==> config.mk <==
export PLATFORM = sky130hd
export DESIGN_NAME = conv_slice_top
export DESIGN_NICKNAME = d
export VERILOG_FILES = /design/src/rtl/conv_slice_pkg.sv /design/src/rtl/cast_lane.sv /design/src/rtl/conv_slice_top.sv /design/src/rtl/cpk_bypass_pipe.sv /design/src/rtl/lane_operand_select.sv /design/src/rtl/result_pack.sv /design/src/rtl/slice_ctrl.sv
export SDC_FILE = /design/constraint.sdc
export NUM_CORES = 1
export LEC_CHECK = 0
export ABC_AREA = 0
export BUFFER_PORTS_ARGS = -buffer_cell sky130_fd_sc_hd__buf_4
export CORE_MARGIN = 2
export CORE_UTILIZATION = 35
export CTS_CLUSTER_DIAMETER = 100
export DETAILED_ROUTE_END_ITERATION = 12
export GPL_ROUTABILITY_DRIVEN = 0
export PLACE_DENSITY = 0.54
export SKIP_CTS_REPAIR_TIMING = 1
export SLEW_MARGIN = 20
export SYNTH_ARGS = -nofsm -noshare
export SYNTH_HDL_FRONTEND = slang
export SYNTH_SLANG_ARGS = --single-unit
export TNS_END_PERCENT = 5
==> constraint.sdc <==
create_clock -name clk_i -period 10.65 [get_ports clk_i]
set_input_delay 2.13 -clock clk_i [delete_from_list [all_inputs] [get_ports clk_i]]
set_output_delay 2.13 -clock clk_i [all_outputs]
set_load 0.005 [all_outputs]
==> src/rtl/conv_slice_pkg.sv <==
// Shared types and constants of the FP16/FP8 conversion slice
package conv_slice_pkg;

  // ----------------------------------------------------------
  // Slice geometry
  // ----------------------------------------------------------
  localparam int unsigned WIDTH         = 32;
  localparam int unsigned NUM_LANES     = 2;
  localparam int unsigned NUM_PIPE_REGS = 2;  // Stages per lane and in the bypass
  localparam int unsigned TAG_W         = 4;
  localparam int unsigned AUX_W         = 3;  // Vector flag, result format, cpk flag
  localparam int unsigned BYP_CTL_W     = 2;  // Cpk flag, byte pair select

  // ----------------------------------------------------------
  // Encodings
  // ----------------------------------------------------------
  typedef enum logic {
    FMT_FP16 = 1'b0,
    FMT_FP8  = 1'b1   // e5m2, same exponent and bias as FP16
  } fp_fmt_e;

  typedef enum logic [1:0] {
    OP_F2F   = 2'd0,
    OP_CPKAB = 2'd1,  // Pack into bytes 1:0 of operand C
    OP_CPKCD = 2'd2   // Pack into bytes 3:2 of operand C
  } conv_op_e;

  typedef enum logic [1:0] {
    RNE = 2'd0,
    RTZ = 2'd1,
    RDN = 2'd2,
    RUP = 2'd3
  } roundmode_e;

  // Exception flags in the usual order
  typedef struct packed {
    logic nv;
    logic dz;  // Never raised by a cast
    logic of;
    logic uf;
    logic nx;
  } status_t;

  // One data word seen as FP16 halves or as FP8 bytes
  typedef union packed {
    logic [1:0][15:0] fp16;
    logic [3:0][7:0]  fp8;
  } slice_word_u;

  localparam logic [15:0] CANON_NAN16 = 16'h7E00;
  localparam logic [7:0]  CANON_NAN8  = 8'h7E;

endpackage

==> src/rtl/cast_lane.sv <==
// One FP16/FP8 cast lane with its elastic valid/ready pipeline
module cast_lane (
  input  logic                              clk_i,
  input  logic                              rst_n_i,
  input  logic [15:0]                       src_i,
  input  logic                              up_cast_i,
  input  conv_slice_pkg::roundmode_e        rnd_mode_i,
  input  logic [conv_slice_pkg::AUX_W-1:0]  aux_i,
  input  logic [conv_slice_pkg::TAG_W-1:0]  tag_i,
  input  logic                              mask_i,
  input  logic                              in_valid_i,
  input  logic                              flush_i,
  input  logic                              out_ready_i,
  output logic                              in_ready_o,
  output logic [15:0]                       result_o,
  output conv_slice_pkg::status_t           status_o,
  output logic [conv_slice_pkg::AUX_W-1:0]  aux_o,
  output logic [conv_slice_pkg::TAG_W-1:0]  tag_o,
  output logic                              mask_o,
  output logic                              out_valid_o,
  output logic                              busy_o
);
  import conv_slice_pkg::*;

  localparam int unsigned PAY_W = 16 + $bits(status_t) + AUX_W + TAG_W + 1;

  logic [15:0] src16;     // Source seen in FP16 layout
  logic        sign;
  logic [4:0]  exp_f;
  logic [9:0]  man_f;
  logic        is_nan, is_inf, is_snan;
  logic        round_bit, sticky, inexact;
  logic        round_up;
  logic [6:0]  rounded;   // Exponent and 2-bit mantissa after rounding
  logic [15:0] cast_res;
  status_t     cast_stat;

  // ----------------------------------------------------------
  // Cast datapath
  // ----------------------------------------------------------
  // An FP8 value is an FP16 value with a short mantissa since exponent and bias match
  assign src16   = up_cast_i ? {src_i[7:0], 8'h00} : src_i;
  assign sign    = src16[15];
  assign exp_f   = src16[14:10];
  assign man_f   = src16[9:0];
  assign is_nan  = (&exp_f) & (|man_f);
  assign is_inf  = (&exp_f) & ~(|man_f);
  assign is_snan = is_nan & ~man_f[9];

  assign round_bit = man_f[7];
  assign sticky    = |man_f[6:0];
  assign inexact   = round_bit | sticky;

  always_comb begin
    case (rnd_mode_i)
      RNE:     round_up = round_bit & (sticky | man_f[8]);  // Ties to even
      RDN:     round_up = inexact & sign;
      RUP:     round_up = inexact & ~sign;
      default: round_up = 1'b0;
    endcase
  end

  // Carry ripples into the exponent so subnormals need no special path
  assign rounded = {exp_f, man_f[9:8]} + 7'(round_up);

  always_comb begin
    cast_stat = '0;
    if (is_nan) begin
      cast_res     = up_cast_i ? CANON_NAN16 : {8'hFF, CANON_NAN8};
      cast_stat.nv = is_snan;
    end else if (up_cast_i) begin
      cast_res = src16;                      // Exact widening
    end else if (is_inf) begin
      cast_res = {8'hFF, sign, 7'h7C};
    end else if (&rounded[6:2]) begin
      // Only a round away from zero carries past the largest finite value
      cast_res     = {8'hFF, sign, 7'h7C};
      cast_stat.of = 1'b1;
      cast_stat.nx = 1'b1;
    end else begin
      cast_res     = {8'hFF, sign, rounded};
      cast_stat.uf = ~(|rounded[6:2]) & inexact;
      cast_stat.nx = inexact;
    end
  end

  // ----------------------------------------------------------
  // Elastic pipeline where index i holds the item after i stages
  // ----------------------------------------------------------
  logic [0:NUM_PIPE_REGS]            valid_q;
  logic [0:NUM_PIPE_REGS]            stage_ready;
  logic [0:NUM_PIPE_REGS][PAY_W-1:0] pay_q;

  assign valid_q[0] = in_valid_i;
  assign pay_q[0]   = {cast_res, cast_stat, aux_i, tag_i, mask_i};

  for (genvar i = 0; i < NUM_PIPE_REGS; i++) begin : gen_stage
    // Advance when the next stage moves on or holds a bubble
    assign stage_ready[i] = stage_ready[i+1] | ~valid_q[i+1];

    always_ff @(posedge clk_i) begin
      if (!rst_n_i) begin
        valid_q[i+1] <= 1'b0;
      end else if (flush_i) begin
        valid_q[i+1] <= 1'b0;
      end else if (stage_ready[i]) begin
        valid_q[i+1] <= valid_q[i];
      end
    end

    always_ff @(posedge clk_i) begin
      if (stage_ready[i] && valid_q[i]) begin
        pay_q[i+1] <= pay_q[i];
      end
    end
  end

  assign stage_ready[NUM_PIPE_REGS] = out_ready_i;

  assign in_ready_o  = stage_ready[0];
  assign out_valid_o = valid_q[NUM_PIPE_REGS];
  assign busy_o      = |valid_q[1:NUM_PIPE_REGS];
  assign {result_o, status_o, aux_o, tag_o, mask_o} = pay_q[NUM_PIPE_REGS];

endmodule

==> src/rtl/conv_slice_top.sv <==
// FP16/FP8 conversion slice top level with two SIMD cast lanes
module conv_slice_top (
  input  logic                                  clk_i,
  input  logic                                  rst_n_i,
  input  conv_slice_pkg::slice_word_u           op_a_i,
  input  conv_slice_pkg::slice_word_u           op_b_i,
  input  conv_slice_pkg::slice_word_u           op_c_i,
  input  conv_slice_pkg::conv_op_e              op_i,
  input  logic                                  op_mod_i,
  input  conv_slice_pkg::fp_fmt_e               dst_fmt_i,
  input  conv_slice_pkg::roundmode_e            rnd_mode_i,
  input  logic [conv_slice_pkg::TAG_W-1:0]      tag_i,
  input  logic [conv_slice_pkg::NUM_LANES-1:0]  simd_mask_i,
  input  logic                                  vectorial_i,
  input  logic                                  in_valid_i,
  input  logic                                  flush_i,
  input  logic                                  out_ready_i,
  output conv_slice_pkg::slice_word_u           result_o,
  output conv_slice_pkg::status_t               status_o,
  output logic [conv_slice_pkg::TAG_W-1:0]      tag_o,
  output logic                                  out_valid_o,
  output logic                                  in_ready_o,
  output logic                                  busy_o
);
  import conv_slice_pkg::*;

  logic [NUM_LANES-1:0][15:0] lane_src, lane_result;
  status_t [NUM_LANES-1:0]    lane_status;
  logic [NUM_LANES-1:0]       lane_in_valid, lane_in_ready, lane_out_valid, lane_out_ready;
  logic [NUM_LANES-1:0]       lane_mask, lane_valid, lane_busy;
  logic                       is_cpk, up_cast, vec_op, byp_valid;
  logic [AUX_W-1:0]           aux, res_aux;
  logic [WIDTH-1:0]           byp_target;
  logic [BYP_CTL_W-1:0]       byp_ctl;
  fp_fmt_e                    res_fmt;
  logic                       res_is_cpk, res_vec_op;

  assign out_valid_o = lane_out_valid[0];

  slice_ctrl i_ctrl (
    .op_i,
    .dst_fmt_i,
    .vectorial_i,
    .in_valid_i,
    .out_ready_i,
    .lane_in_ready_i  ( lane_in_ready  ),
    .lane_out_valid_i ( lane_out_valid ),
    .lane_busy_i      ( lane_busy      ),
    .res_aux_i        ( res_aux        ),
    .byp_aux_i        ( byp_ctl        ),
    .lane_in_valid_o  ( lane_in_valid  ),
    .lane_out_ready_o ( lane_out_ready ),
    .lane_valid_o     ( lane_valid     ),
    .in_ready_o,
    .busy_o,
    .is_cpk_o         ( is_cpk         ),
    .up_cast_o        ( up_cast        ),
    .vec_op_o         ( vec_op         ),
    .aux_o            ( aux            ),
    .byp_valid_o      ( byp_valid      ),
    .res_is_vector_o  (                ),
    .res_fmt_o        ( res_fmt        ),
    .res_is_cpk_o     ( res_is_cpk     ),
    .res_vec_op_o     ( res_vec_op     )
  );

  lane_operand_select i_opsel (
    .op_a_i,
    .op_b_i,
    .dst_fmt_i,
    .is_cpk_i   ( is_cpk   ),
    .up_cast_i  ( up_cast  ),
    .op_mod_i,
    .lane_src_o ( lane_src )
  );

  // Lane 0 carries the tag and the result control
  cast_lane i_lane0 (
    .clk_i,
    .rst_n_i,
    .src_i       ( lane_src[0]       ),
    .up_cast_i   ( up_cast           ),
    .rnd_mode_i,
    .aux_i       ( aux               ),
    .tag_i,
    .mask_i      ( simd_mask_i[0]    ),
    .in_valid_i  ( lane_in_valid[0]  ),
    .flush_i,
    .out_ready_i ( lane_out_ready[0] ),
    .in_ready_o  ( lane_in_ready[0]  ),
    .result_o    ( lane_result[0]    ),
    .status_o    ( lane_status[0]    ),
    .aux_o       ( res_aux           ),
    .tag_o,
    .mask_o      ( lane_mask[0]      ),
    .out_valid_o ( lane_out_valid[0] ),
    .busy_o      ( lane_busy[0]      )
  );

  cast_lane i_lane1 (
    .clk_i,
    .rst_n_i,
    .src_i       ( lane_src[1]       ),
    .up_cast_i   ( up_cast           ),
    .rnd_mode_i,
    .aux_i       ( aux               ),
    .tag_i,
    .mask_i      ( simd_mask_i[1]    ),
    .in_valid_i  ( lane_in_valid[1]  ),
    .flush_i,
    .out_ready_i ( lane_out_ready[1] ),
    .in_ready_o  ( lane_in_ready[1]  ),
    .result_o    ( lane_result[1]    ),
    .status_o    ( lane_status[1]    ),
    .aux_o       (                   ),
    .tag_o       (                   ),
    .mask_o      ( lane_mask[1]      ),
    .out_valid_o ( lane_out_valid[1] ),
    .busy_o      ( lane_busy[1]      )
  );

  cpk_bypass_pipe i_bypass (
    .clk_i,
    .rst_n_i,
    .target_i ( op_c_i            ),
    .ctl_i    ( {is_cpk, vec_op}  ),
    .valid_i  ( byp_valid         ),
    .flush_i,
    .ready_i  ( lane_out_ready[1] ),
    .target_o ( byp_target        ),
    .ctl_o    ( byp_ctl           )
  );

  result_pack i_pack (
    .lane_result_i ( lane_result ),
    .lane_status_i ( lane_status ),
    .lane_mask_i   ( lane_mask   ),
    .lane_valid_i  ( lane_valid  ),
    .res_fmt_i     ( res_fmt     ),
    .res_is_cpk_i  ( res_is_cpk  ),
    .res_vec_op_i  ( res_vec_op  ),
    .target_i      ( byp_target  ),
    .result_o,
    .status_o
  );

endmodule

==> src/rtl/cpk_bypass_pipe.sv <==
// Bypass pipeline carrying operand C and pack control beside the cast lanes
module cpk_bypass_pipe (
  input  logic                                  clk_i,
  input  logic                                  rst_n_i,
  input  logic [conv_slice_pkg::WIDTH-1:0]      target_i,
  input  logic [conv_slice_pkg::BYP_CTL_W-1:0]  ctl_i,
  input  logic                                  valid_i,
  input  logic                                  flush_i,
  input  logic                                  ready_i,
  output logic [conv_slice_pkg::WIDTH-1:0]      target_o,
  output logic [conv_slice_pkg::BYP_CTL_W-1:0]  ctl_o
);
  import conv_slice_pkg::*;

  localparam int unsigned PAY_W = WIDTH + BYP_CTL_W;

  logic [0:NUM_PIPE_REGS]            valid_q;
  logic [0:NUM_PIPE_REGS]            stage_ready;
  logic [0:NUM_PIPE_REGS][PAY_W-1:0] pay_q;

  assign valid_q[0] = valid_i;
  assign pay_q[0]   = {ctl_i, target_i};

  // Same depth and advance rule as a lane, so it stays aligned with lane 1
  for (genvar i = 0; i < NUM_PIPE_REGS; i++) begin : gen_stage
    assign stage_ready[i] = stage_ready[i+1] | ~valid_q[i+1];

    always_ff @(posedge clk_i) begin
      if (!rst_n_i) begin
        valid_q[i+1] <= 1'b0;
      end else if (flush_i) begin
        valid_q[i+1] <= 1'b0;
      end else if (stage_ready[i]) begin
        valid_q[i+1] <= valid_q[i];
      end
    end

    always_ff @(posedge clk_i) begin
      if (stage_ready[i] && valid_q[i]) begin
        pay_q[i+1] <= pay_q[i];
      end
    end
  end

  assign stage_ready[NUM_PIPE_REGS] = ready_i;

  assign {ctl_o, target_o} = pay_q[NUM_PIPE_REGS];

endmodule

==> src/rtl/lane_operand_select.sv <==
// Per-lane cast source selection from operands A and B
module lane_operand_select (
  input  conv_slice_pkg::slice_word_u                 op_a_i,
  input  conv_slice_pkg::slice_word_u                 op_b_i,
  input  conv_slice_pkg::fp_fmt_e                     dst_fmt_i,
  input  logic                                        is_cpk_i,
  input  logic                                        up_cast_i,
  input  logic                                        op_mod_i,
  output logic [conv_slice_pkg::NUM_LANES-1:0][15:0]  lane_src_o
);
  import conv_slice_pkg::*;

  logic fp8_src;

  // FP8 operands only feed an F2F up cast into FP16
  assign fp8_src = up_cast_i & (dst_fmt_i == FMT_FP16);

  always_comb begin
    for (int n = 0; n < NUM_LANES; n++) begin
      if (is_cpk_i) begin
        // Cast-and-pack takes the low half of A and of B
        lane_src_o[n] = (n == 0) ? op_a_i.fp16[0] : op_b_i.fp16[0];
      end else if (fp8_src) begin
        lane_src_o[n] = {8'h00, op_a_i.fp8[op_mod_i ? n + 2 : n]};  // op_mod picks bytes 3:2
      end else begin
        lane_src_o[n] = op_a_i.fp16[n];
      end
    end
  end

endmodule

==> src/rtl/result_pack.sv <==
// Result assembly: per-format packing, NaN-boxing, cast-and-pack and status collapse
module result_pack (
  input  logic [conv_slice_pkg::NUM_LANES-1:0][15:0]  lane_result_i,
  input  conv_slice_pkg::status_t [conv_slice_pkg::NUM_LANES-1:0] lane_status_i,
  input  logic [conv_slice_pkg::NUM_LANES-1:0]        lane_mask_i,
  input  logic [conv_slice_pkg::NUM_LANES-1:0]        lane_valid_i,
  input  conv_slice_pkg::fp_fmt_e                     res_fmt_i,
  input  logic                                        res_is_cpk_i,
  input  logic                                        res_vec_op_i,
  input  logic [conv_slice_pkg::WIDTH-1:0]            target_i,
  output conv_slice_pkg::slice_word_u                 result_o,
  output conv_slice_pkg::status_t                     status_o
);
  import conv_slice_pkg::*;

  slice_word_u lane_word;  // Lanes packed in their format, boxed with ones
  slice_word_u cpk_word;
  status_t     stat;

  // ----------------------------------------------------------
  // Data
  // ----------------------------------------------------------
  always_comb begin
    lane_word = '1;
    for (int n = 0; n < NUM_LANES; n++) begin
      if (lane_valid_i[n]) begin
        if (res_fmt_i == FMT_FP16) begin
          lane_word.fp16[n] = lane_result_i[n];
        end else begin
          lane_word.fp8[n] = lane_result_i[n][7:0];  // Bytes 3:2 stay boxed
        end
      end
    end

    // Two FP8 bytes overwrite one byte pair of C
    cpk_word                   = target_i;
    cpk_word.fp16[res_vec_op_i] = lane_word.fp16[0];

    result_o = res_is_cpk_i ? cpk_word : lane_word;
  end

  // ----------------------------------------------------------
  // Status, only active and unmasked lanes contribute
  // ----------------------------------------------------------
  always_comb begin
    stat = '0;
    for (int n = 0; n < NUM_LANES; n++) begin
      if (lane_valid_i[n] && lane_mask_i[n]) begin
        stat = stat | lane_status_i[n];
      end
    end
    status_o = stat;
  end

endmodule

==> src/rtl/slice_ctrl.sv <==
// Conversion slice control: op decode, lane handshake gating and result decode
module slice_ctrl (
  input  conv_slice_pkg::conv_op_e                 op_i,
  input  conv_slice_pkg::fp_fmt_e                  dst_fmt_i,
  input  logic                                     vectorial_i,
  input  logic                                     in_valid_i,
  input  logic                                     out_ready_i,
  input  logic [conv_slice_pkg::NUM_LANES-1:0]     lane_in_ready_i,
  input  logic [conv_slice_pkg::NUM_LANES-1:0]     lane_out_valid_i,
  input  logic [conv_slice_pkg::NUM_LANES-1:0]     lane_busy_i,
  input  logic [conv_slice_pkg::AUX_W-1:0]         res_aux_i,
  input  logic [conv_slice_pkg::BYP_CTL_W-1:0]     byp_aux_i,
  output logic [conv_slice_pkg::NUM_LANES-1:0]     lane_in_valid_o,
  output logic [conv_slice_pkg::NUM_LANES-1:0]     lane_out_ready_o,
  output logic [conv_slice_pkg::NUM_LANES-1:0]     lane_valid_o,
  output logic                                     in_ready_o,
  output logic                                     busy_o,
  output logic                                     is_cpk_o,
  output logic                                     up_cast_o,
  output logic                                     vec_op_o,
  output logic [conv_slice_pkg::AUX_W-1:0]         aux_o,
  output logic                                     byp_valid_o,
  output logic                                     res_is_vector_o,
  output conv_slice_pkg::fp_fmt_e                  res_fmt_o,
  output logic                                     res_is_cpk_o,
  output logic                                     res_vec_op_o
);
  import conv_slice_pkg::*;

  logic    need_hi;  // Lane 1 and the bypass take part
  fp_fmt_e lane_fmt;

  // ----------------------------------------------------------
  // Input side
  // ----------------------------------------------------------
  assign is_cpk_o  = (op_i == OP_CPKAB) || (op_i == OP_CPKCD);
  assign vec_op_o  = (op_i == OP_CPKCD);                       // Upper byte pair of C
  assign up_cast_o = !is_cpk_o && (dst_fmt_i == FMT_FP16);     // Source is FP8
  assign need_hi   = vectorial_i | is_cpk_o;
  assign lane_fmt  = is_cpk_o ? FMT_FP8 : dst_fmt_i;
  assign aux_o     = {need_hi, lane_fmt, is_cpk_o};

  // Upper lane must have room too when it is needed
  assign in_ready_o = lane_in_ready_i[0] & (lane_in_ready_i[1] | ~need_hi);

  assign lane_in_valid_o[0] = in_valid_i & in_ready_o;
  assign lane_in_valid_o[1] = in_valid_i & in_ready_o & need_hi;
  assign byp_valid_o        = lane_in_valid_o[1];  // Bypass moves with lane 1

  // ----------------------------------------------------------
  // Output side, decoded from the item held in lane 0
  // ----------------------------------------------------------
  assign res_is_vector_o = res_aux_i[2];
  assign res_fmt_o       = fp_fmt_e'(res_aux_i[1]);
  assign res_is_cpk_o    = res_aux_i[0];
  assign res_vec_op_o    = byp_aux_i[1] & byp_aux_i[0];  // Pair select only for packs

  assign lane_out_ready_o[0] = out_ready_i;
  assign lane_out_ready_o[1] = out_ready_i & res_is_vector_o;

  // Lane 1 may already hold the next vector item behind a scalar
  assign lane_valid_o[0] = lane_out_valid_i[0];
  assign lane_valid_o[1] = lane_out_valid_i[1] & res_is_vector_o;

  assign busy_o = |lane_busy_i;

endmodule

==> results of run 1 <==
cell usage after synthesis (all sizes together), types with 4 or more instances:
cell type / count / area, sq um
a21oi: 59 / 299.0
buf: 22 / 171.4
or4: 4 / 30.03
o22ai: 10 / 62.56
nand3: 13 / 70.07
inv: 15 / 56.30
and2: 5 / 31.28
o211ai: 4 / 35.03
a31oi: 8 / 116.4
xor2: 4 / 35.03
ha: 5 / 62.56
nand2: 39 / 146.4
clkbuf: 11 / 41.29
o21ai: 26 / 133.9
nor3: 4 / 20.02
dfxtp: 6 / 120.1
edfxtp: 166 / 4985
xnor2: 6 / 52.55
a32o: 4 / 40.04
and3: 9 / 56.30
mux2: 5 / 56.30
nor2b: 14 / 87.58
mux2i: 20 / 216.5
nand2b: 5 / 31.28
or3b: 6 / 60.06
nor2: 69 / 264.0
area by class of cell:
type                       count  area share
tap                          275     0.03615
timing repair buffer         147      0.1180
inverter                      15    0.005916
multi-input combinational    358      0.2349
clock buffer                  18     0.04509
clock inverter                14     0.02353
sequential                   172      0.5363
flip-flops by register name, summed over array words and instances (netlist names):
| signal | cells |
|---|---|
| i_lane0.aux_o | 3 |
| i_lane0.valid_q | 1 |
| i_lane0.status_o | 4 |
| i_lane1.status_o | 4 |
| i_lane1.mask_o | 1 |
| i_bypass.pay_q | 34 |
| i_lane1.valid_q | 1 |
| i_lane1.out_valid_o | 1 |
| i_lane1.pay_q | 21 |
| i_lane0.out_valid_o | 1 |
| i_bypass.valid_q | 2 |
| i_bypass.target_o | 32 |
| i_lane1.result_o | 16 |
| i_lane0.mask_o | 1 |
| i_lane0.tag_o | 4 |
| i_lane0.pay_q | 28 |
| i_lane0.result_o | 16 |
| i_bypass.ctl_o | 2 |
worst max-delay path: stages:
cell and delay [ns]:
sky130_fd_sc_hd__buf_4 0.11, sky130_fd_sc_hd__ha_1 0.26, sky130_fd_sc_hd__buf_4 0.30, sky130_fd_sc_hd__nor2b_2 0.51
sky130_fd_sc_hd__buf_4 0.45, sky130_fd_sc_hd__inv_1 0.31, sky130_fd_sc_hd__o22ai_1 0.33, sky130_fd_sc_hd__a41o_1 0.27
sky130_fd_sc_hd__a2111oi_2 0.08, sky130_fd_sc_hd__a31o_1 0.20, sky130_fd_sc_hd__ha_1 0.22, sky130_fd_sc_hd__ha_1 0.29
sky130_fd_sc_hd__inv_1 0.10, sky130_fd_sc_hd__nand2_1 0.05, sky130_fd_sc_hd__o22ai_1 0.18, sky130_fd_sc_hd__nand3_1 0.20
sky130_fd_sc_hd__and4_1 0.27
report_power, final:
part	leakage, nW	internal (mW)	switching (mW)
Clock	0.310	0.436	0.239
Combinational	1.56	0.0688	0.0889
Sequential	1.61	0.785	0.0108
Total	3.48	1.29	0.339
final timing paths:
path | startpoint | end | slack (ns)
min | i_lane1.pay_q[51]$_SDFFCE_PP1P_ | i_lane1.result_o[9]$_DFFE_PP_ | 0.41
max reg2reg | i_lane0.aux_o[2]$_DFFE_PP_ | i_lane1.pay_q[56]$_SDFFCE_PP1P_ | 7.92
min reg2reg | i_lane1.pay_q[51]$_SDFFCE_PP1P_ | i_lane1.result_o[9]$_DFFE_PP_ | 0.41
max | op_i[1] | i_lane1.pay_q[42]$_SDFFCE_PP0P_ | 4.54
per-layer routing:
layer	track usage	up-vias	part of all wire
met5	0	-	0
met4	0.05421	0	0.016
met3	0.03765	27	0.072
met2	0.2425	227	0.45
met1	0.2242	2379	0.46
li1	-	2419	-
logic make-up after synthesis:
| logic type | count (synthesis) |
|---|---|
| mux | 25 |
| other cells | 1 |
| compound gates | 134 |
| simple gates | 183 |
| fa+ha+maj | 5 |
| flops | 172 |
| buf+inv | 48 |
| xor+xnor | 10 |
stage by stage:
step	setup slack, ns	util	total power [mW]
finish	4.542	0.4499	1.629
global route	4.308	0.4499	1.684
CTS	4.638	0.4486	1.641
detailed placement	4.192	0.4178	0.9663
global placement	4.288	0.4178	0.9618
floorplan	4.342	-	0.8976
==> impl_metrics.prom, run 1 <==
# TYPE chip_impl_metric gauge
chip_impl_metric{name="cp.arrival",unit="ns"} 6.28
chip_impl_metric{name="io_buffers",unit=""} 140
chip_impl_metric{name="area_of_the_mapped_netlist",unit="sq um"} 7591
chip_impl_info{name="outcome",value="complete, no violations"} 1
chip_impl_metric{name="drt_first_iter_violations",unit=""} 419
chip_impl_metric{name="finalClockSkew",unit="ns"} 0.006234
chip_impl_info{name="cts_tree",value="built"} 1
chip_impl_metric{name="first_pass_iters",unit=""} 5
chip_impl_metric{name="slew_viol_final",unit=""} 0
chip_impl_metric{name="power_per_cell_area",unit="nW/um^2"} 171.1
chip_impl_metric{name="drcViolationCount",unit=""} 0
chip_impl_metric{name="path_clk_slew",unit="ns"} 0.06
chip_impl_metric{name="gr-usage-all-layers",unit=""} 0.1594
chip_impl_metric{name="clkSinkCount",unit=""} 172
chip_impl_metric{name="cts_made_buffers",unit=""} 17
chip_impl_metric{name="timing.final.setup_violations",unit=""} 0
chip_impl_metric{name="synth_xor_xnor_area_share",unit=""} 0.01154
chip_impl_metric{name="final_area",unit="sq um"} 9518
chip_impl_info{name="yosys_most_used_dff",value="sky130_fd_sc_hd__edfxtp_1"} 1
chip_impl_metric{name="wl",unit="microns"} 18120
chip_impl_metric{name="report.final.hold_viol_count",unit=""} 0
chip_impl_metric{name="grt_pass1_wl",unit="microns"} 26990
chip_impl_metric{name="first_global_vias",unit=""} 4905
chip_impl_metric{name="layout.area.seq",unit="sq um"} 5105
chip_impl_metric{name="synth-simple-area-share",unit=""} 0.1195
chip_impl_metric{name="maximum_level_of_the_cts_h_tree",unit=""} 4
chip_impl_metric{name="nets",unit=""} 830
chip_impl_metric{name="maximum_clock_rate",unit="GHz"} 0.1637
chip_impl_metric{name="globalRouteOverflowTotal",unit=""} 0
chip_impl_metric{name="synth-edff-count",unit=""} 166
chip_impl_metric{name="clk-insertion-delay-late",unit="ns"} 0.42
chip_impl_info{name="critPathKind",value="input port to flip-flop"} 1
chip_impl_info{name="main_combinational_cell_family_by_area_after_synthesis",value="simple AND/OR/NAND/NOR gates"} 1
chip_impl_metric{name="die_height",unit="microns"} 151.3
chip_impl_metric{name="place_hpwl",unit="microns"} 13580
chip_impl_metric{name="vias",unit=""} 5052
chip_impl_metric{name="pin_count_of_the_biggest_net_entering_global_routing",unit=""} 35
chip_impl_metric{name="yosys.cell_types.count",unit=""} 69
chip_impl_metric{name="io-pin-count",unit=""} 158
chip_impl_info{name="class_of_the_tightest_hold_or_removal_check",value="flip-flop to flip-flop"} 1
chip_impl_metric{name="route.detailed.vias_per_inst",unit=""} 5.057
chip_impl_metric{name="n_antenna_cell",unit=""} 0
chip_impl_metric{name="nFillCells",unit=""} 1922
chip_impl_metric{name="yosysWarnings",unit=""} 0
chip_impl_info{name="cts_root_buffer",value="sky130_fd_sc_hd__clkbuf_16"} 1
chip_impl_metric{name="die_area",unit="sq um"} 22880
chip_impl_metric{name="final.period_utilization",unit=""} 0.5735
chip_impl_metric{name="place_area",unit="sq um"} 8837
chip_impl_metric{name="synthesis.nets",unit=""} 697
chip_impl_metric{name="post_synthesis_compound_gate_area_fraction",unit=""} 0.1164
chip_impl_info{name="most_frequent_standard_cell_in_the_layout_excluding_fill_and_tap_cells",value="sky130_fd_sc_hd__edfxtp_1"} 1
chip_impl_metric{name="final_period_minus_worst_setup_slack",unit="ns"} 6.108
chip_impl_metric{name="worst_ir_drop_vdd",unit="V"} 0.0001102
chip_impl_metric{name="leakage",unit="nW"} 3.477
chip_impl_metric{name="die_w",unit="microns"} 151.3
chip_impl_metric{name="placementRows",unit=""} 53
chip_impl_info{name="setup_repair_after_global_routing_missed_its_margin",value="false"} 1
chip_impl_metric{name="share_of_flip_flops_with_an_asynchronous_set_or_reset",unit=""} 0
chip_impl_metric{name="maxCapViolations",unit=""} 0
chip_impl_metric{name="synth-adder-area-share",unit=""} 0.008241
chip_impl_metric{name="hold_ws",unit="ns"} 0.4130
chip_impl_metric{name="max_slew_headroom_at_the_worst_pin",unit=""} 0.3765
chip_impl_metric{name="start_util",unit=""} 0.3588
chip_impl_info{name="critPathCaptureType",value="flip-flop"} 1
chip_impl_info{name="mostFrequentLayoutCells",value="sky130_fd_sc_hd__edfxtp_1 (166), sky130_fd_sc_hd__buf_4 (146), sky130_fd_sc_hd__nor2_1 (67)"} 1
chip_impl_metric{name="fin_tns_setup",unit="ns"} 0
chip_impl_metric{name="post_route_cells_drive_above_1_share",unit=""} 0.2790
chip_impl_metric{name="routed_wire_length_per_instance",unit="microns"} 18.14
chip_impl_metric{name="timing.hold.worst_path_depth",unit=""} 0
chip_impl_metric{name="syn-mean-instance-area",unit="sq um"} 13.13
chip_impl_metric{name="postSynthCellCount",unit=""} 578
chip_impl_metric{name="synth-seq-cells",unit=""} 172
chip_impl_metric{name="synth.area.mux_share",unit=""} 0.03593
chip_impl_metric{name="worst_pin_slew",unit="ns"} 0.9330
chip_impl_info{name="timing.critical_path.from_type",value="input port"} 1
chip_impl_metric{name="timing.critical_path.required",unit="ns"} 10.82
chip_impl_metric{name="worst_r2r_path_depth",unit=""} 6
chip_impl_metric{name="drtAntennaViolNets",unit=""} 0
chip_impl_metric{name="multiInputGateArea",unit="sq um"} 2236
chip_impl_metric{name="critPathMaxFanout",unit=""} 33
chip_impl_metric{name="floorplan.core_area",unit="sq um"} 21150
chip_impl_metric{name="number_of_cells_in_the_finished_layout_apart_from_fillers",unit=""} 999
chip_impl_metric{name="synth_sequential_area_ratio",unit=""} 0.6725
chip_impl_metric{name="syn_to_final_growth",unit="%"} 25.38
chip_impl_metric{name="antenna_violations_before_repair",unit=""} 0
chip_impl_metric{name="ctsLongestPathBuffers",unit=""} 2
chip_impl_metric{name="post-place-cells",unit=""} 966
Power figures use the tool's default switching activity.
==> inputs of run 2 (changes only) <==
==> constraint.sdc (replaced) <==
create_clock -name clk_i -period 6.37 [get_ports clk_i]
set_input_delay 1.274 -clock clk_i [delete_from_list [all_inputs] [get_ports clk_i]]
set_output_delay 1.274 -clock clk_i [all_outputs]
set_load 0.005 [all_outputs]
==> impl_metrics.prom, run 2 (synthesis gave the netlist of run 1 again) <==
# TYPE chip_impl_metric gauge
chip_impl_info{name="outcome",value="complete, no violations"} 1
chip_impl_metric{name="cp.arrival",unit="ns"} 4.78
chip_impl_metric{name="drt_first_iter_violations",unit=""} 361
chip_impl_metric{name="start_util",unit=""} 0.3588
chip_impl_metric{name="routed_wire_length_per_instance",unit="microns"} 17.97
chip_impl_metric{name="preCtsSetupSlack",unit="ns"} 1.352
chip_impl_metric{name="slew_viol_final",unit=""} 0
chip_impl_metric{name="cts_made_buffers",unit=""} 17
chip_impl_metric{name="first_global_vias",unit=""} 4830
chip_impl_metric{name="worst_ir_drop_vdd",unit="V"} 0.0001864
chip_impl_metric{name="first_pass_iters",unit=""} 5
chip_impl_metric{name="max_slew_headroom_at_the_worst_pin",unit=""} 0.3825
chip_impl_metric{name="post-place-cells",unit=""} 966
chip_impl_metric{name="die_w",unit="microns"} 151.3
chip_impl_metric{name="die_height",unit="microns"} 151.3
chip_impl_metric{name="power.net_switching",unit="uW"} 568.4
chip_impl_metric{name="floorplan.core_area",unit="sq um"} 21150
chip_impl_metric{name="drtAntennaViolNets",unit=""} 0
chip_impl_metric{name="gr-usage-all-layers",unit=""} 0.1585
chip_impl_info{name="most_frequent_standard_cell_in_the_layout_excluding_fill_and_tap_cells",value="sky130_fd_sc_hd__edfxtp_1"} 1
chip_impl_metric{name="clock_power_share",unit=""} 0.407
chip_impl_metric{name="antenna_violations_before_repair",unit=""} 0
chip_impl_metric{name="globalRouteOverflowTotal",unit=""} 0
chip_impl_metric{name="power.switching_fraction",unit=""} 0.2117
chip_impl_metric{name="worst_pin_slew",unit="ns"} 0.9240
chip_impl_info{name="top_register",value="i_bypass.pay_q"} 1
chip_impl_metric{name="timing.critical_path.required",unit="ns"} 6.54
chip_impl_metric{name="timing.final.setup_violations",unit=""} 0
chip_impl_metric{name="die_area",unit="sq um"} 22880
chip_impl_metric{name="clk-insertion-delay-late",unit="ns"} 0.42
chip_impl_metric{name="post_route_cells_drive_above_1_share",unit=""} 0.2804
chip_impl_metric{name="io-pin-count",unit=""} 158
chip_impl_metric{name="final.period_utilization",unit=""} 0.7246
chip_impl_metric{name="clkSinkCount",unit=""} 172
chip_impl_metric{name="power.sequential.fraction",unit=""} 0.496
chip_impl_metric{name="final_critical_path_setup_slack",unit="ns"} 1.754
chip_impl_metric{name="fin_tns_setup",unit="ns"} 0
chip_impl_info{name="timing.critical_path.from_type",value="input port"} 1
chip_impl_metric{name="io_buffers",unit=""} 140
chip_impl_metric{name="vias",unit=""} 4988
chip_impl_metric{name="place_hpwl",unit="microns"} 13510
chip_impl_metric{name="route.detailed.vias_per_inst",unit=""} 4.993
chip_impl_metric{name="syn_to_final_growth",unit="%"} 25.07
chip_impl_metric{name="nets",unit=""} 830
chip_impl_metric{name="grt_pass1_wl",unit="microns"} 26930
chip_impl_metric{name="placementRows",unit=""} 53
chip_impl_info{name="critPathCaptureType",value="flip-flop"} 1
chip_impl_metric{name="leakage",unit="nW"} 3.469
chip_impl_info{name="critPathKind",value="input port to flip-flop"} 1
chip_impl_metric{name="power.combinational.fraction",unit=""} 0.097
chip_impl_metric{name="n_antenna_cell",unit=""} 0
chip_impl_metric{name="maxCapViolations",unit=""} 0
chip_impl_metric{name="finalClockSkew",unit="ns"} 0.007786
chip_impl_info{name="setup_repair_after_global_routing_missed_its_margin",value="false"} 1
chip_impl_metric{name="path_clk_slew",unit="ns"} 0.06
chip_impl_info{name="cts_tree",value="built"} 1
chip_impl_metric{name="report.final.hold_viol_count",unit=""} 0
chip_impl_metric{name="maximum_level_of_the_cts_h_tree",unit=""} 4
chip_impl_metric{name="wl",unit="microns"} 17950
chip_impl_info{name="class_of_the_tightest_hold_or_removal_check",value="flip-flop to flip-flop"} 1
chip_impl_metric{name="number_of_cells_in_the_finished_layout_apart_from_fillers",unit=""} 999
chip_impl_info{name="mostFrequentLayoutCells",value="sky130_fd_sc_hd__edfxtp_1 (166), sky130_fd_sc_hd__buf_4 (146), sky130_fd_sc_hd__nor2_1 (67)"} 1
chip_impl_metric{name="drcViolationCount",unit=""} 0
chip_impl_metric{name="largest_register_ff_count",unit=""} 34
chip_impl_metric{name="pin_count_of_the_biggest_net_entering_global_routing",unit=""} 35
chip_impl_metric{name="power_per_cell_area",unit="nW/um^2"} 282.8
chip_impl_info{name="cts_root_buffer",value="sky130_fd_sc_hd__clkbuf_16"} 1
chip_impl_metric{name="maximum_clock_rate",unit="GHz"} 0.2166
chip_impl_metric{name="p_int",unit="mW"} 2.117
chip_impl_metric{name="ctsLongestPathBuffers",unit=""} 2
chip_impl_metric{name="nFillCells",unit=""} 1915
chip_impl_metric{name="critPathMaxFanout",unit=""} 15
chip_impl_metric{name="final_period_minus_worst_setup_slack",unit="ns"} 4.616
[run 2: worst paths after layout]
path | slack (ns) | cells after the start | start | endpoint
hold reg to reg | 0.42 | 0 | i_lane1.pay_q[50]$_DFFE_PP_ | i_lane1.result_o[8]$_DFFE_PP_
setup / recovery | 1.75 | 16 | op_i[0] | i_lane1.pay_q[43]$_DFFE_PP_
setup reg to reg | 3.68 | 6 | i_lane0.out_valid_o$_SDFFE_PP0P_ | i_lane1.pay_q[56]$_SDFFCE_PP1P_
hold / removal | 0.42 | 0 | i_lane1.pay_q[50]$_DFFE_PP_ | i_lane1.result_o[8]$_DFFE_PP_
[run 2: power groups by stage]
stage                     combinational, mW  clock, mW  sequential, mW
after detailed placement              0.258          0            1.36
after floorplan                       0.154          0            1.35
final                                 0.261       1.09            1.33
after CTS                             0.260       1.12            1.33
after global placement                0.255          0            1.35
after global routing                  0.287       1.16            1.34
[run 2: per-stage QoR]
step	util	hold slack, ns	cell area (sq um)	power, mW
global placement	0.4178	0.4013	8837	1.609
CTS	0.4475	0.4161	9467	2.710
detailed placement	0.4178	0.4045	8837	1.615
finish	0.4488	0.4173	9494	2.685
floorplan	-	0.4003	7591	1.501
global route	0.4488	0.4211	9494	2.786
[run 2: area by class of cell]
| cell class | instances | area, sq um | share of cell area |
|---|---|---|---|
| multi-input combinational | 358 | 2236 | 0.2355 |
| inverter | 15 | 56.30 | 0.005930 |
| sequential | 172 | 5105 | 0.5377 |
| timing repair buffer | 147 | 1124 | 0.1183 |
| clock inverter | 14 | 200.2 | 0.02109 |
| clock buffer | 18 | 429.2 | 0.04520 |
| tap | 275 | 344.1 | 0.03624 |
[run 2: worst max-delay path, cell delays in order]
cell                        delay [ns]
sky130_fd_sc_hd__buf_4            0.07
sky130_fd_sc_hd__inv_1            0.03
sky130_fd_sc_hd__ha_1             0.29
sky130_fd_sc_hd__nor2b_2          0.54
sky130_fd_sc_hd__inv_1            0.41
sky130_fd_sc_hd__o22ai_1          0.35
sky130_fd_sc_hd__a41o_1           0.26
sky130_fd_sc_hd__a2111oi_2        0.08
sky130_fd_sc_hd__a31o_1           0.20
sky130_fd_sc_hd__ha_1             0.21
sky130_fd_sc_hd__ha_1             0.29
sky130_fd_sc_hd__inv_1            0.11
sky130_fd_sc_hd__nand2_1          0.05
sky130_fd_sc_hd__o22ai_1          0.17
sky130_fd_sc_hd__nand3_1          0.17
sky130_fd_sc_hd__a22o_1           0.26
[run 2: per-layer routing]
metal	GRT usage	wire length, microns	vias to the layer above	part of all wire
met5	0	0	-	0
met4	0.04393	150	0	0.0084
met3	0.03765	1266	14	0.071
met2	0.2419	8096	175	0.45
met1	0.2264	8435	2384	0.47
li1	-	-	2415	-
